[src/common/uart_macros.svh]
`ifndef UART_MACROS_SVH
`define UART_MACROS_SVH

// entries held by each of the transmit and receive FIFOs.
`define FDUART_FIFO_DEPTH 8

// clocks per serial bit, the core clock runs at four times the bit rate.
`define FDUART_OVERSAMPLE 4

// bit positions inside the read-only status word.
`define FDUART_ATX_EMPTY_BIT 0 // transmit FIFO holds no bytes.
`define FDUART_ATX_FULL_BIT  1 // transmit FIFO cannot take another byte.
`define FDUART_ARX_EMPTY_BIT 2 // nothing waiting for the host.
`define FDUART_ARX_FULL_BIT  3 // further received bytes are dropped.
`define FDUART_ATX_BUSY_BIT  4 // a frame is being shifted out.
`define FDUART_ARX_BUSY_BIT  5 // a frame is being shifted in.

`endif
[src/common/uart_pkg.sv]
package uart_pkg;

    // one data byte as it goes over the line.
    typedef logic [7:0] byte_t;

    // a received character as stored in the receive FIFO.
    // frame_err sits in bit 8, which is where the host finds it in arx_data.
    typedef struct packed {
        logic  frame_err; // stop bit was sampled low.
        byte_t data;      // payload, first bit on the line lands in bit 0.
    } rx_char_t;

    // the 16-bit status word seen by the host.
    // field order follows the FDUART_*_BIT positions, lowest field is bit 0.
    typedef struct packed {
        logic [9:0] rsvd;      // always zero.
        logic       arx_busy;  // bit 5.
        logic       atx_busy;  // bit 4.
        logic       arx_full;  // bit 3.
        logic       arx_empty; // bit 2.
        logic       atx_full;  // bit 1.
        logic       atx_empty; // bit 0.
    } uart_status_t;

endpackage

[src/rtl/fduart.sv]
`timescale 1ns/1ns

module fduart (
    input  logic                   clk_async,
    input  logic                   rst,
    input  logic [15:0]            data_in,
    input  logic                   atx_load,
    input  logic                   arx_read,
    output logic [15:0]            arx_data,
    output uart_pkg::uart_status_t status,
    output logic                   tx_line,
    input  logic                   rx_line
);
    import uart_pkg::*;

    byte_t    tx_head;  // next byte to send.
    logic     tx_empty;
    logic     tx_full;
    logic     tx_busy;
    logic     tx_start; // starts a frame and pops the transmit FIFO.
    rx_char_t rx_char;  // character from the deserializer.
    rx_char_t rx_head;  // oldest unread character.
    logic     rx_valid;
    logic     rx_push;
    logic     rx_empty;
    logic     rx_full;
    logic     rx_busy;

    uart_ctrl i_ctrl (
        .clk_async(clk_async),
        .rst      (rst),
        .tx_empty (tx_empty),
        .tx_full  (tx_full),
        .tx_busy  (tx_busy),
        .tx_start (tx_start),
        .rx_valid (rx_valid),
        .rx_full  (rx_full),
        .rx_empty (rx_empty),
        .rx_push  (rx_push),
        .rx_busy  (rx_busy),
        .rx_head  (rx_head),
        .arx_data (arx_data),
        .status   (status)
    );

    // host writes go straight in, only the low byte is sent.
    byte_fifo #(.payload_t(byte_t)) i_tx_fifo (
        .clk_async(clk_async),
        .rst      (rst),
        .push     (atx_load),
        .din      (data_in[7:0]),
        .pop      (tx_start),
        .dout     (tx_head),
        .empty    (tx_empty),
        .full     (tx_full)
    );

    uart_tx i_tx (
        .clk_async(clk_async),
        .rst      (rst),
        .start    (tx_start),
        .din      (tx_head),
        .busy     (tx_busy),
        .tx_line  (tx_line)
    );

    uart_rx i_rx (
        .clk_async(clk_async),
        .rst      (rst),
        .rx_line  (rx_line),
        .busy     (rx_busy),
        .rx_char  (rx_char),
        .rx_valid (rx_valid)
    );

    // the host read strobe acknowledges the head character.
    byte_fifo #(.payload_t(rx_char_t)) i_rx_fifo (
        .clk_async(clk_async),
        .rst      (rst),
        .push     (rx_push),
        .din      (rx_char),
        .pop      (arx_read),
        .dout     (rx_head),
        .empty    (rx_empty),
        .full     (rx_full)
    );

endmodule

[src/rtl/uart_ctrl.sv]
`timescale 1ns/1ns
`include "uart_macros.svh"

module uart_ctrl (
    input  logic                   clk_async,
    input  logic                   rst,
    input  logic                   tx_empty,
    input  logic                   tx_full,
    input  logic                   tx_busy,
    output logic                   tx_start,
    input  logic                   rx_valid,
    input  logic                   rx_full,
    input  logic                   rx_empty,
    output logic                   rx_push,
    input  logic                   rx_busy,
    input  uart_pkg::rx_char_t     rx_head,
    output logic [15:0]            arx_data,
    output uart_pkg::uart_status_t status
);
    import uart_pkg::*;

    // after reset both FIFOs are empty and nothing else is flagged.
    localparam logic [15:0] status_rst = (16'd1 << `FDUART_ATX_EMPTY_BIT) |
                                         (16'd1 << `FDUART_ARX_EMPTY_BIT);

    logic        start_q; // tx_start from the previous cycle.
    logic [15:0] flags;   // status bits before registering.

    // start a frame when a byte is waiting and the serializer is free.
    // start_q covers the cycle in which busy has not risen yet.
    assign tx_start = !tx_empty && !tx_busy && !start_q; // also pops the transmit FIFO.

    always_ff @(posedge clk_async) begin
        if (rst) begin
            start_q <= 1'b0;
        end else begin
            start_q <= tx_start;
        end
    end

    // a received character is lost when the receive FIFO has no room.
    assign rx_push = rx_valid && !rx_full;

    always_comb begin
        flags                        = '0;
        flags[`FDUART_ATX_EMPTY_BIT] = tx_empty;
        flags[`FDUART_ATX_FULL_BIT]  = tx_full;
        flags[`FDUART_ARX_EMPTY_BIT] = rx_empty;
        flags[`FDUART_ARX_FULL_BIT]  = rx_full;
        flags[`FDUART_ATX_BUSY_BIT]  = tx_busy;
        flags[`FDUART_ARX_BUSY_BIT]  = rx_busy;
    end

    always_ff @(posedge clk_async) begin
        if (rst) begin
            status <= uart_status_t'(status_rst);
        end else begin
            status <= uart_status_t'(flags); // flags lag the FIFO and engine state by one clock.
        end
    end

    // head of the receive FIFO, zero-extended, and zero when there is nothing to read.
    assign arx_data = rx_empty ? 16'd0 : {7'd0, rx_head};

endmodule

[src/uart_rx/uart_rx.sv]
`timescale 1ns/1ns
`include "uart_macros.svh"

module uart_rx (
    input  logic               clk_async,
    input  logic               rst,
    input  logic               rx_line,
    output logic               busy,
    output uart_pkg::rx_char_t rx_char,
    output logic               rx_valid
);
    // 8N1 deserializer sampling the middle of each bit.
    localparam int tick_w = (`FDUART_OVERSAMPLE > 2) ? $clog2(`FDUART_OVERSAMPLE) : 1;
    localparam logic [tick_w-1:0] last_tick = tick_w'(`FDUART_OVERSAMPLE - 1);
    localparam logic [tick_w-1:0] mid_tick  = tick_w'(`FDUART_OVERSAMPLE / 2);

    typedef enum logic [1:0] {
        s_idle,
        s_start,
        s_data,
        s_stop
    } rx_state_t;

    rx_state_t         state;
    logic [1:0]        sync_q;    // two-flop synchronizer for the incoming line.
    logic              line_s;    // synchronized line.
    logic              line_prev; // line_s one clock earlier, for edge detection.
    logic [tick_w-1:0] tick_cnt;  // position inside the current bit.
    logic [2:0]        bit_cnt;   // data bit being received.
    logic              mid_bit;

    assign line_s  = sync_q[1];
    assign mid_bit = (tick_cnt == mid_tick);

    always_ff @(posedge clk_async) begin
        if (rst) begin
            sync_q    <= 2'b11; // the line idles high.
            line_prev <= 1'b1;
        end else begin
            sync_q    <= {sync_q[0], rx_line};
            line_prev <= line_s;
        end
    end

    always_ff @(posedge clk_async) begin
        if (rst) begin
            state    <= s_idle;
            tick_cnt <= '0;
            bit_cnt  <= '0;
            rx_valid <= 1'b0;
        end else begin
            rx_valid <= 1'b0; // single-cycle strobe.
            if (state != s_idle) tick_cnt <= (tick_cnt == last_tick) ? '0 : tick_cnt + 1'b1;
            case (state)
                s_idle: begin
                    // the edge cycle counts as tick 0 of the start bit.
                    if (line_prev && !line_s) begin
                        state    <= s_start;
                        tick_cnt <= tick_w'(1);
                    end
                end
                s_start: begin
                    if (mid_bit && line_s) begin
                        state <= s_idle; // a glitch, not a real start bit.
                    end else if (tick_cnt == last_tick) begin
                        state   <= s_data;
                        bit_cnt <= '0;
                    end
                end
                s_data: begin
                    if (tick_cnt == last_tick) begin
                        if (bit_cnt == 3'd7) state <= s_stop;
                        bit_cnt <= bit_cnt + 1'b1;
                    end
                end
                s_stop: begin
                    if (mid_bit) rx_valid <= 1'b1; // lands in the last cycle of the stop bit.
                    if (tick_cnt == last_tick) state <= s_idle;
                end
                default: state <= s_idle;
            endcase
        end
    end

    // received character. data enters at the top so the first bit ends in bit 0.
    always_ff @(posedge clk_async) begin
        if (state == s_data && mid_bit) rx_char.data <= {line_s, rx_char.data[7:1]};
        if (state == s_stop && mid_bit) rx_char.frame_err <= !line_s; // stop must be high.
    end

    assign busy = (state != s_idle);

endmodule

[src/uart_tx/uart_tx.sv]
`timescale 1ns/1ns
`include "uart_macros.svh"

module uart_tx (
    input  logic            clk_async,
    input  logic            rst,
    input  logic            start,
    input  uart_pkg::byte_t din,
    output logic            busy,
    output logic            tx_line
);
    // 8N1 serializer. the frame is start, eight data bits LSB first, then stop.
    localparam int frame_bits = 10;
    localparam int tick_w = (`FDUART_OVERSAMPLE > 2) ? $clog2(`FDUART_OVERSAMPLE) : 1;
    localparam logic [tick_w-1:0] last_tick = tick_w'(`FDUART_OVERSAMPLE - 1);
    localparam logic [3:0] last_bit = 4'(frame_bits - 1);

    logic [frame_bits-1:0] shreg;    // bit 0 is what the line shows right now.
    logic [tick_w-1:0]     tick_cnt; // position inside the current bit.
    logic [3:0]            bit_cnt;  // which of the ten frame bits is on the line.
    logic                  load;
    logic                  bit_end;

    assign load    = start && !busy;           // start is only honoured while idle.
    assign bit_end = busy && (tick_cnt == last_tick);

    // control side, busy rises the cycle after start and falls after the stop bit.
    always_ff @(posedge clk_async) begin
        if (rst) begin
            busy     <= 1'b0;
            tick_cnt <= '0;
            bit_cnt  <= '0;
        end else if (load) begin
            busy     <= 1'b1;
            tick_cnt <= '0;
            bit_cnt  <= '0;
        end else if (busy) begin
            tick_cnt <= (tick_cnt == last_tick) ? '0 : tick_cnt + 1'b1;
            if (bit_end) begin
                bit_cnt <= bit_cnt + 1'b1;
                // the stop bit has had its full width, so the frame is done.
                if (bit_cnt == last_bit) busy <= 1'b0;
            end
        end
    end

    // frame shift register, ones shift in from the top so the line rests high.
    always_ff @(posedge clk_async) begin
        if (load) begin
            shreg <= {1'b1, din, 1'b0}; // stop, data, start.
        end else if (bit_end) begin
            shreg <= {1'b1, shreg[frame_bits-1:1]};
        end
    end

    // the idle line is high, and only the frame register drives it while busy.
    assign tx_line = busy ? shreg[0] : 1'b1;

endmodule

[src/rtl/byte_fifo.sv]
`timescale 1ns/1ns
`include "uart_macros.svh"

module byte_fifo #(
    parameter type payload_t = uart_pkg::byte_t,
    parameter int  fifo_depth = `FDUART_FIFO_DEPTH
) (
    input  logic     clk_async,
    input  logic     rst,
    input  logic     push,
    input  payload_t din,
    input  logic     pop,
    output payload_t dout,
    output logic     empty,
    output logic     full
);
    // show-ahead FIFO, the head entry is always on dout and pop acts as an acknowledge.
    localparam int ptr_w = (fifo_depth > 1) ? $clog2(fifo_depth) : 1;
    localparam int cnt_w = $clog2(fifo_depth + 1);
    localparam logic [ptr_w-1:0] last_ptr = ptr_w'(fifo_depth - 1);

    payload_t mem [fifo_depth]; // storage, no reset needed since count guards reads.

    logic [ptr_w-1:0] wr_ptr;
    logic [ptr_w-1:0] rd_ptr;
    logic [cnt_w-1:0] count;
    logic             do_push;
    logic             do_pop;

    assign do_push = push && !full; // a push into a full FIFO is lost.
    assign do_pop  = pop && !empty; // a pop on an empty FIFO does nothing.

    always_ff @(posedge clk_async) begin
        if (rst) begin
            wr_ptr <= '0;
            rd_ptr <= '0;
            count  <= '0;
        end else begin
            if (do_push) wr_ptr <= (wr_ptr == last_ptr) ? '0 : wr_ptr + 1'b1;
            if (do_pop) rd_ptr <= (rd_ptr == last_ptr) ? '0 : rd_ptr + 1'b1;
            case ({do_push, do_pop})
                2'b10:   count <= count + 1'b1;
                2'b01:   count <= count - 1'b1;
                default: count <= count; // both or neither leave occupancy unchanged.
            endcase
        end
    end

    always_ff @(posedge clk_async) begin
        if (do_push) mem[wr_ptr] <= din;
    end

    assign dout  = mem[rd_ptr]; // head of the queue, valid whenever empty is low.
    assign empty = (count == '0);
    assign full  = (count == cnt_w'(fifo_depth));

endmodule

[config.mk]
export PLATFORM = sky130hd
export DESIGN_NAME = fduart
export DESIGN_NICKNAME = d
export VERILOG_FILES = /design/src/common/uart_pkg.sv /design/src/rtl/fduart.sv /design/src/rtl/uart_ctrl.sv /design/src/uart_rx/uart_rx.sv /design/src/uart_tx/uart_tx.sv /design/src/rtl/byte_fifo.sv
export VERILOG_INCLUDE_DIRS = /design/src /design/src/common
export SDC_FILE = /design/constraint.sdc
export NUM_CORES = 1
export LEC_CHECK = 0
export BUFFER_PORTS_ARGS = -buffer_cell sky130_fd_sc_hd__buf_4
export CORE_ASPECT_RATIO = 1.5
export CORE_MARGIN = 5
export CORE_UTILIZATION = 56
export CTS_BUF_LIST = sky130_fd_sc_hd__clkbuf_2 sky130_fd_sc_hd__clkbuf_4 sky130_fd_sc_hd__clkbuf_8
export DETAILED_ROUTE_END_ITERATION = 10
export PLACE_DENSITY = 0.77
export SYNTH_ARGS = -nofsm -noshare
export SYNTH_HDL_FRONTEND = slang
export SYNTH_SLANG_ARGS = --single-unit
[constraint.sdc]
create_clock -name clk_async -period 2.5 [get_ports clk_async]
set_input_delay 0.25 -clock clk_async [delete_from_list [all_inputs] [get_ports clk_async]]
set_output_delay 0.25 -clock clk_async [all_outputs]
set_load 0.01 [all_outputs]
==> metrics.md, run 1 <==
| Metric | Value |
|---|---|
| Status | `complete, but fails checks` |
| Failing checks | `negative setup slack` |
| Max Cap Viol | `0` |
| VDD IR max | `0.000683 V` |
| Pwr Total | `8210 uW` |
| Setup ws final | `-0.00431 ns` |
| Die X | `110 um` |
| Commonest non-fill, non-tap cell in the layout | `edfxtp_1` |
| Post-synthesis sequential area ratio | `67.7%` |
| Final setup TNS | `-0.00431 ns` |
| Critical path type | `flop to flop` |
| Synth Cell Area | `8320 um^2` |
| Synthesis Warnings | `0` |
| Worst-path clk slew | `0.07 ns` |
| Post-synth EDFFs | `153` |
| Vias in the first global route | `4781` |
| Yosys top cell area share | `55.2%` |
| FFs w/ async S/R, synth | `0%` |
| Largest net degree at the start of global routing | `46` |
| Initial core utilization | `57.0%` |
| Clock H-tree levels | `1` |
| CTS max path bufs | `3` |
| GR Util met3 | `2.96%` |
| Setup WS pre-CTS | `-0.0166 ns` |
| Post-layout net count | `660` |
| Post-route ant nets | `0` |
| Syn-to-layout area delta | `15.5%` |
| Crit-path max FO | `10` |
| Detailed Route WL | `14700 um` |
| Most frequent cells in the layout | `153 x edfxtp_1, 54 x buf_4, 50 x dfxtp_1, 37 x nor2_1` |
| Iteration-0 DRC count of the detailed router | `149` |
| Min-Delay Path Class | `primary input to flop` |
| Vias | `4564` |
| Die area | `17400 um^2` |
| First-pass GRT wire length | `24100 um` |
| DP Area | `8770 um^2` |
| Clock latency on the worst-skew pair | `0.53 ns` |
| Reg power frac | `49.0%` |
| Antenna Cells | `0` |
| Total core area | `14600 um^2` |
| Total grt overflow | `0` |
| # setup viols final | `1` |
| Post-layout min period | `2.50 ns` |
| Post-route cell area | `9610 um^2` |
| Drt via density | `5.47` |
| Sw Share | `24.5%` |
| Fin crit share | `100%` |
| Logic pwr share | `14.6%` |
| Clock power frac | `36.4%` |
| Netlist cell types | `48` |
| Synth Register Bits | `205` |
| Rows | `54` |
| DP HPWL | `9810 um` |
| P_int | `6190 uW` |
| Pwr/cell area | `854 nW/um^2` |
| Tot GR Track Use | `17.4%` |
| Top delay family on crit path | `simple AND/OR/NAND/NOR gates` |
| GPL Wtd Cong | `0.780` |
| Clock Sinks | `205` |
| Fmax | `399 MHz` |
| Synthesized area per cell | `15.1 um^2` |
| Buf/Inv on CP | `0` |
| Setup crit start kind | `flop` |
| Met1 GRT Util | `18.2%` |
| Port bufs | `28` |
| CTS Buf Count | `28` |
| RSZ-0062 raised after global routing | `yes` |
| DR WL/cell | `17.7 um` |
| Leakage | `0.00335 uW` |
| Setup Skew | `0.0125 ns` |
| Slowest stage delay, CP | `0.58 ns` |
| GR Util met2 | `34.5%` |
| Sw power | `2010 uW` |
| 1st-pass router iterations | `4` |
| Gr busiest metal | `met2` |
| Postcts setup bufs | `0` |
| Synth Flop Type | `edfxtp_1` |
| Post-Layout Cell Count | `835` |
| CTS tree | `done` |
| Area contributors post-synth | `edfxtp_1 55%, dfxtp_1 13%, mux4_2 7.0%, ha_1 3.2%, nor2b_1 2.2%` |
| Initial antenna violation count | `0` |
| Share of layout cells above drive strength 1 | `25.2%` |
| Critical path cell sequence | `or4b_4 > nand2_4 > ha_2 > xor2_1 > ha_1 > a21oi_1 > xor2_1 > or3_1 > a21oi_1` |
| Max Slew Vio Count | `0` |
| DRC viols | `0` |
| Req. time, crit path | `2.94 ns` |
| WP data arrival | `2.94 ns` |
| Vert. Die Dim | `159 um` |
| Rel. slew slack | `18.7%` |
| Least-Margin Pin Slew | `1.21 ns` |
| Gate Count Post-Synth | `550` |
| Root Driver | `clkbuf_8` |
| Biggest area consumer among synthesized cells | `edfxtp_1` |
| Crit path capture type | `flop` |
| Final hold vios | `0` |
| Placed insts | `774` |
| I/O pins | `54` |
| Critical Path Slowest Stage Cell | `or4b_4` |
[power by group through the flow]
stage / sequential [uW] / combinational, uW / clock [uW]
3_3_place_gp: 4080 / 1090 / 0
4_1_cts: 4020 / 1180 / 3050
3_5_place_dp: 4090 / 1160 / 0
6_report: 4020 / 1200 / 2990
5_1_grt: 4040 / 1310 / 3220
2_1_floorplan: 4040 / 961 / 0
[cells in the mapped netlist, types with 2 or more instances]
library cell	n
nor2b_1	29
a2111oi_0	9
a211oi_1	9
nor4_1	3
or2_2	5
a21oi_1	23
nand2b_1	7
inv_1	8
a311oi_1	2
and2_1	3
nand3_1	7
nor3_1	15
buf_2	5
o31ai_1	2
buf_4	20
and3_1	2
o21ai_0	7
or3_1	6
edfxtp_1	153
o41ai_1	4
clkbuf_1	12
mux4_2	26
dfxtp_1	52
xor2_1	7
o41ai_2	4
nor2_1	37
nand2_1	33
or4b_1	2
buf_6	5
mux2i_1	15
ha_1	21
[area by class of cell]
cell class / instances / area (um^2)
multi-input combinational: 308 / 2470
timing repair buffer: 65 / 527
inverter: 9 / 33.8
clock buffer: 36 / 477
tap: 196 / 245
clock inverter: 16 / 213
fill: 1023 / 4990
sequential: 205 / 5640
[stage by stage]
stage               util (%)  hold WS, ns
global placement        60.1        0.392
floorplan                  -        0.349
finish                  65.8       0.0369
detailed placement      60.1        0.396
CTS                     65.6      0.00851
global route            65.8       0.0112
[worst min-delay path: cells and delay by family]
| kind | cells | cell delay (ns) |
|---|---|---|
| AND/OR/NAND/NOR | 1 | 0.07 |
| buffers and inverters | 1 | 0.13 |
| AO/OA/AOI/OAI | 1 | 0.06 |
[flip-flops by register name, summed over array words and instances, names as in the netlist, 4 cells and up, named ones only]
signal,count
i_rx.rx_char,9
i_tx.bit_cnt,4
i_tx_fifo.mem,64
i_tx_fifo.count,4
i_rx_fifo.count,4
i_ctrl.status,6
i_tx.shreg,9
i_rx_fifo.mem,72
[final timing paths]
path                                    startpoint                  end  slack (ns)  cells past startpoint
worst max-delay path            i_tx_fifo.count[0]   i_tx_fifo.count[2]      -0.004                      9
worst min-delay path                      atx_load  i_tx_fifo.wr_ptr[1]        0.04                      3
worst max register to register  i_tx_fifo.count[0]   i_tx_fifo.count[2]      -0.004                      9
worst min register to register      i_rx.sync_q[0]       i_rx.sync_q[1]        0.41                      1
[repair_timing]
| action | in CTS | in global routing |
|---|---|---|
| endpoints found under the hold margin | 65 | 0 |
| pin swaps | 1 | 0 |
| gates cloned | 0 | 0 |
| resized for setup | 3 | 11 |
| setup endpoints to repair | 3 | 5 |
| hold buffers | 9 | 0 |
[layer usage]
layer	vias up	routed length, um
met5	-	0
met4	0	248
met3	21	602
met2	91	8840
met1	2269	5050
li1	2183	-
[logic make-up after synthesis]
| logic type | count (synthesis) | share of synthesized area [%] |
|---|---|---|
| DFF | 205 | 67.7 |
| other | 1 | 0.0451 |
| AOI/OAI and AO/OA | 61 | 5.23 |
| and+or+nand+nor | 158 | 9.81 |
| adders and majority gates | 22 | 3.40 |
| muxes | 42 | 8.98 |
| xor gates and xnor gates | 8 | 0.842 |
| buffers and inverters | 53 | 3.96 |
Power figures use the tool's default switching activity.
==> run 2, diff against run 1 <==
Settings changed: CORE_ASPECT_RATIO 1.5 to not set.
==> run 2 against run 1 <==
The flow now finishes without violations. Count of clock-buffer cells in the layout up 20. Core utilization down 0.14 points. Non-clock buffer count down 3. Clock skew up 0.0068 ns. Critical path depth unchanged. Die area down 0.29%. Worst setup slack better by 0.048 ns. Largest cell class unchanged. Highest routed layer unchanged.
==> metrics.md, run 2 (same netlist as run 1, synthesis figures left out) <==
| Metric | Value |
|---|---|
| Post-layout min period | `2.46 ns (was 2.50 ns)` |
| DRC viols | `0 (unchanged)` |
| Clock latency on the worst-skew pair | `0.51 ns (was 0.53 ns)` |
| Pwr Total | `8140 uW (was 8210 uW)` |
| # setup viols final | `0 (was 1)` |
| Critical path cell sequence | `or4b_4 > nand2_4 > ha_2 > xor2_1 > ha_1 > a21oi_1 > xor2_1 > or3_1 > a21oi_1 (unchanged)` |
| Pwr/cell area | `852 nW/um^2 (was 854 nW/um^2)` |
| Final hold slack | `0.0618 ns (was 0.0369 ns)` |
| Post-layout net count | `663 (was 660)` |
| Root Driver | `clkbuf_8 (unchanged)` |
| Detailed Route WL | `14700 um (about the same)` |
| Port bufs | `28 (unchanged)` |
| Share of layout cells above drive strength 1 | `25.2% (about the same)` |
| Post-route ant nets | `0 (unchanged)` |
| Clock H-tree levels | `2 (was 1)` |
| Die area | `17400 um^2 (about the same)` |
| Final hold vios | `0 (unchanged)` |
| Total grt overflow | `0 (unchanged)` |
| Vert. Die Dim | `132 um (was 159 um)` |
| CTS max path bufs | `3 (unchanged)` |
| Largest net degree at the start of global routing | `46 (unchanged)` |
| Initial core utilization | `57.2% (was 57.0%)` |
| Final Util | `65.7% (was 65.8%)` |
| Top delay family on crit path | `simple AND/OR/NAND/NOR gates (unchanged)` |
| Largest register FFs | `72 (unchanged)` |
| Iteration-0 DRC count of the detailed router | `256 (was 149)` |
| Top flop regs | `i_rx_fifo.mem: 72 flops, i_tx_fifo.mem: 64 flops (unchanged)` |
| Vias | `4603 (was 4564)` |
| Drt via density | `5.56 (was 5.47)` |
| I/O pins | `54 (unchanged)` |
| WP data arrival | `2.88 ns (was 2.94 ns)` |
| Reg power frac | `49.4% (was 49.0%)` |
| Die X | `132 um (was 110 um)` |
| VDD IR max | `0.000587 V (was 0.000683 V)` |
| DP HPWL | `9220 um (was 9810 um)` |
| Clock Sinks | `205 (unchanged)` |
| Least-Margin Pin Slew | `1.36 ns (was 1.21 ns)` |
| Tot GR Track Use | `17.1% (was 17.4%)` |
| Req. time, crit path | `2.93 ns (was 2.94 ns)` |
| Rows | `44 (was 54)` |
| Sw power | `2040 uW (was 2010 uW)` |
| Most frequent cells in the layout | `153 x edfxtp_1, 52 x buf_4, 51 x dfxtp_1, 39 x clkbuf_8, 37 x nor2_1 (was 153 x edfxtp_1, 54 x buf_4, 50 x dfxtp_1, 37 x nor2_1)` |
| Final setup TNS | `0 ns (was -0.00431 ns)` |
| 1st-pass router iterations | `4 (unchanged)` |
| Slowest stage delay, CP | `0.58 ns (about the same)` |
| Post-route cell area | `9550 um^2 (was 9610 um^2)` |
| Levels on crit path | `9 (unchanged)` |
| Worst-path clk slew | `0.06 ns (was 0.07 ns)` |
| Worst R2R Path Depth | `9 (unchanged)` |
| Leakage | `0.00335 uW (about the same)` |
| Fmax | `407 MHz (was 399 MHz)` |
| RSZ-0062 raised after global routing | `yes (unchanged)` |
| Postcts setup bufs | `0 (unchanged)` |
| Largest Register | `i_rx_fifo.mem (unchanged)` |
| Vias in the first global route | `4793 (was 4781)` |
| Max Slew Vio Count | `0 (unchanged)` |
| CTS Buf Count | `34 (was 28)` |
| Logic pwr share | `14.8% (was 14.6%)` |
| Min-Delay Path Class | `primary input to flop (unchanged)` |
| Initial antenna violation count | `0 (unchanged)` |
| Fin crit share | `98.3% (was 100%)` |
| DP Area | `8720 um^2 (was 8770 um^2)` |
| P_int | `6090 uW (was 6190 uW)` |
| Worst hold path depth | `3 (unchanged)` |
| Clock power frac | `35.7% (was 36.4%)` |
| Commonest non-fill, non-tap cell in the layout | `edfxtp_1 (unchanged)` |
| CTS tree | `done (unchanged)` |
| Filler instances | `1004 (was 1023)` |
| Sw Share | `25.1% (was 24.5%)` |
| DR WL/cell | `17.8 um (was 17.7 um)` |
| Critical path type | `flop to flop (unchanged)` |
| Max Cap Viol | `0 (unchanged)` |
| GPL Wtd Cong | `0.829 (was 0.780)` |
| First-pass GRT wire length | `24100 um (about the same)` |
| Total core area | `14500 um^2 (was 14600 um^2)` |
| Rel. slew slack | `8.53% (was 18.7%)` |
| Critical Path Slowest Stage Cell | `or4b_4 (unchanged)` |
| Setup Skew | `0.0194 ns (was 0.0125 ns)` |
| Crit-path max FO | `10 (unchanged)` |
| Crit path capture type | `flop (unchanged)` |
| Setup crit start kind | `flop (unchanged)` |
| Multi-input gate area | `2470 um^2 (about the same)` |
| Antenna Cells | `0 (unchanged)` |
| Buf/Inv on CP | `0 (unchanged)` |
| Syn-to-layout area delta | `14.8% (was 15.5%)` |
| Status | `finished, final reports clean (was complete, but fails checks)` |
| Sequential standard cell area | `5640 um^2 (about the same)` |
==> run 2: timing repair <==
item | CTS | global route
gates resized for setup | 5 | 7
endpoints found under the setup margin | 3 | 5
hold buffers | 9 | 0
endpoints found under the hold margin | 65 | 0
==> run 2: worst paths after layout <==
check / from / to / slack (ns)
worst max-delay path: i_tx_fifo.count[0] / i_tx_fifo.count[2] / 0.04
worst min-delay path: atx_load / i_tx_fifo.wr_ptr[1] / 0.06
worst max register to register: i_tx_fifo.count[0] / i_tx_fifo.count[2] / 0.04
worst min register to register: i_rx.sync_q[0] / i_rx.sync_q[1] / 0.41
==> run 2: layout make-up <==
cell class | instances | share of cell area [%]
timing repair buffer | 62 | 5.15
clock buffer | 56 | 6.96
sequential | 205 | 59.0
clock inverter | 4 | 0.262
tap | 184 | 2.41
inverter | 9 | 0.354
multi-input combinational | 308 | 25.8
==> run 2: metal layers <==
layer	global-route usage (%)	routed length (um)	part of all wire [%]
met5	0	0	0
met1	20.9	6030	41
met2	29.9	7660	52
met3	3.74	762	5.2
met4	6.11	268	1.8
==> run 2: tightest hold or removal path, stage by stage <==
cell,delay (ns)
buf_4,0.13
nand3_1,0.07
a21oi_1,0.06
==> run 2: power groups by stage <==
stage	clock network (uW)	logic, uW	registers (uW)
after floorplan	0	961	4040
after global placement	0	1100	4080
after detailed placement	0	1150	4090
after CTS	2990	1190	4020
after global routing	3130	1340	4050
final	2910	1210	4020
==> run 2: metrics by stage <==
stage | instances | worst slack, ns
floorplan | 566 | 0.0375
global placement | 759 | 0.0963
detailed placement | 759 | -0.0235
CTS | 828 | 0.0292
global route | 828 | -0.0682
finish | 828 | 0.0433
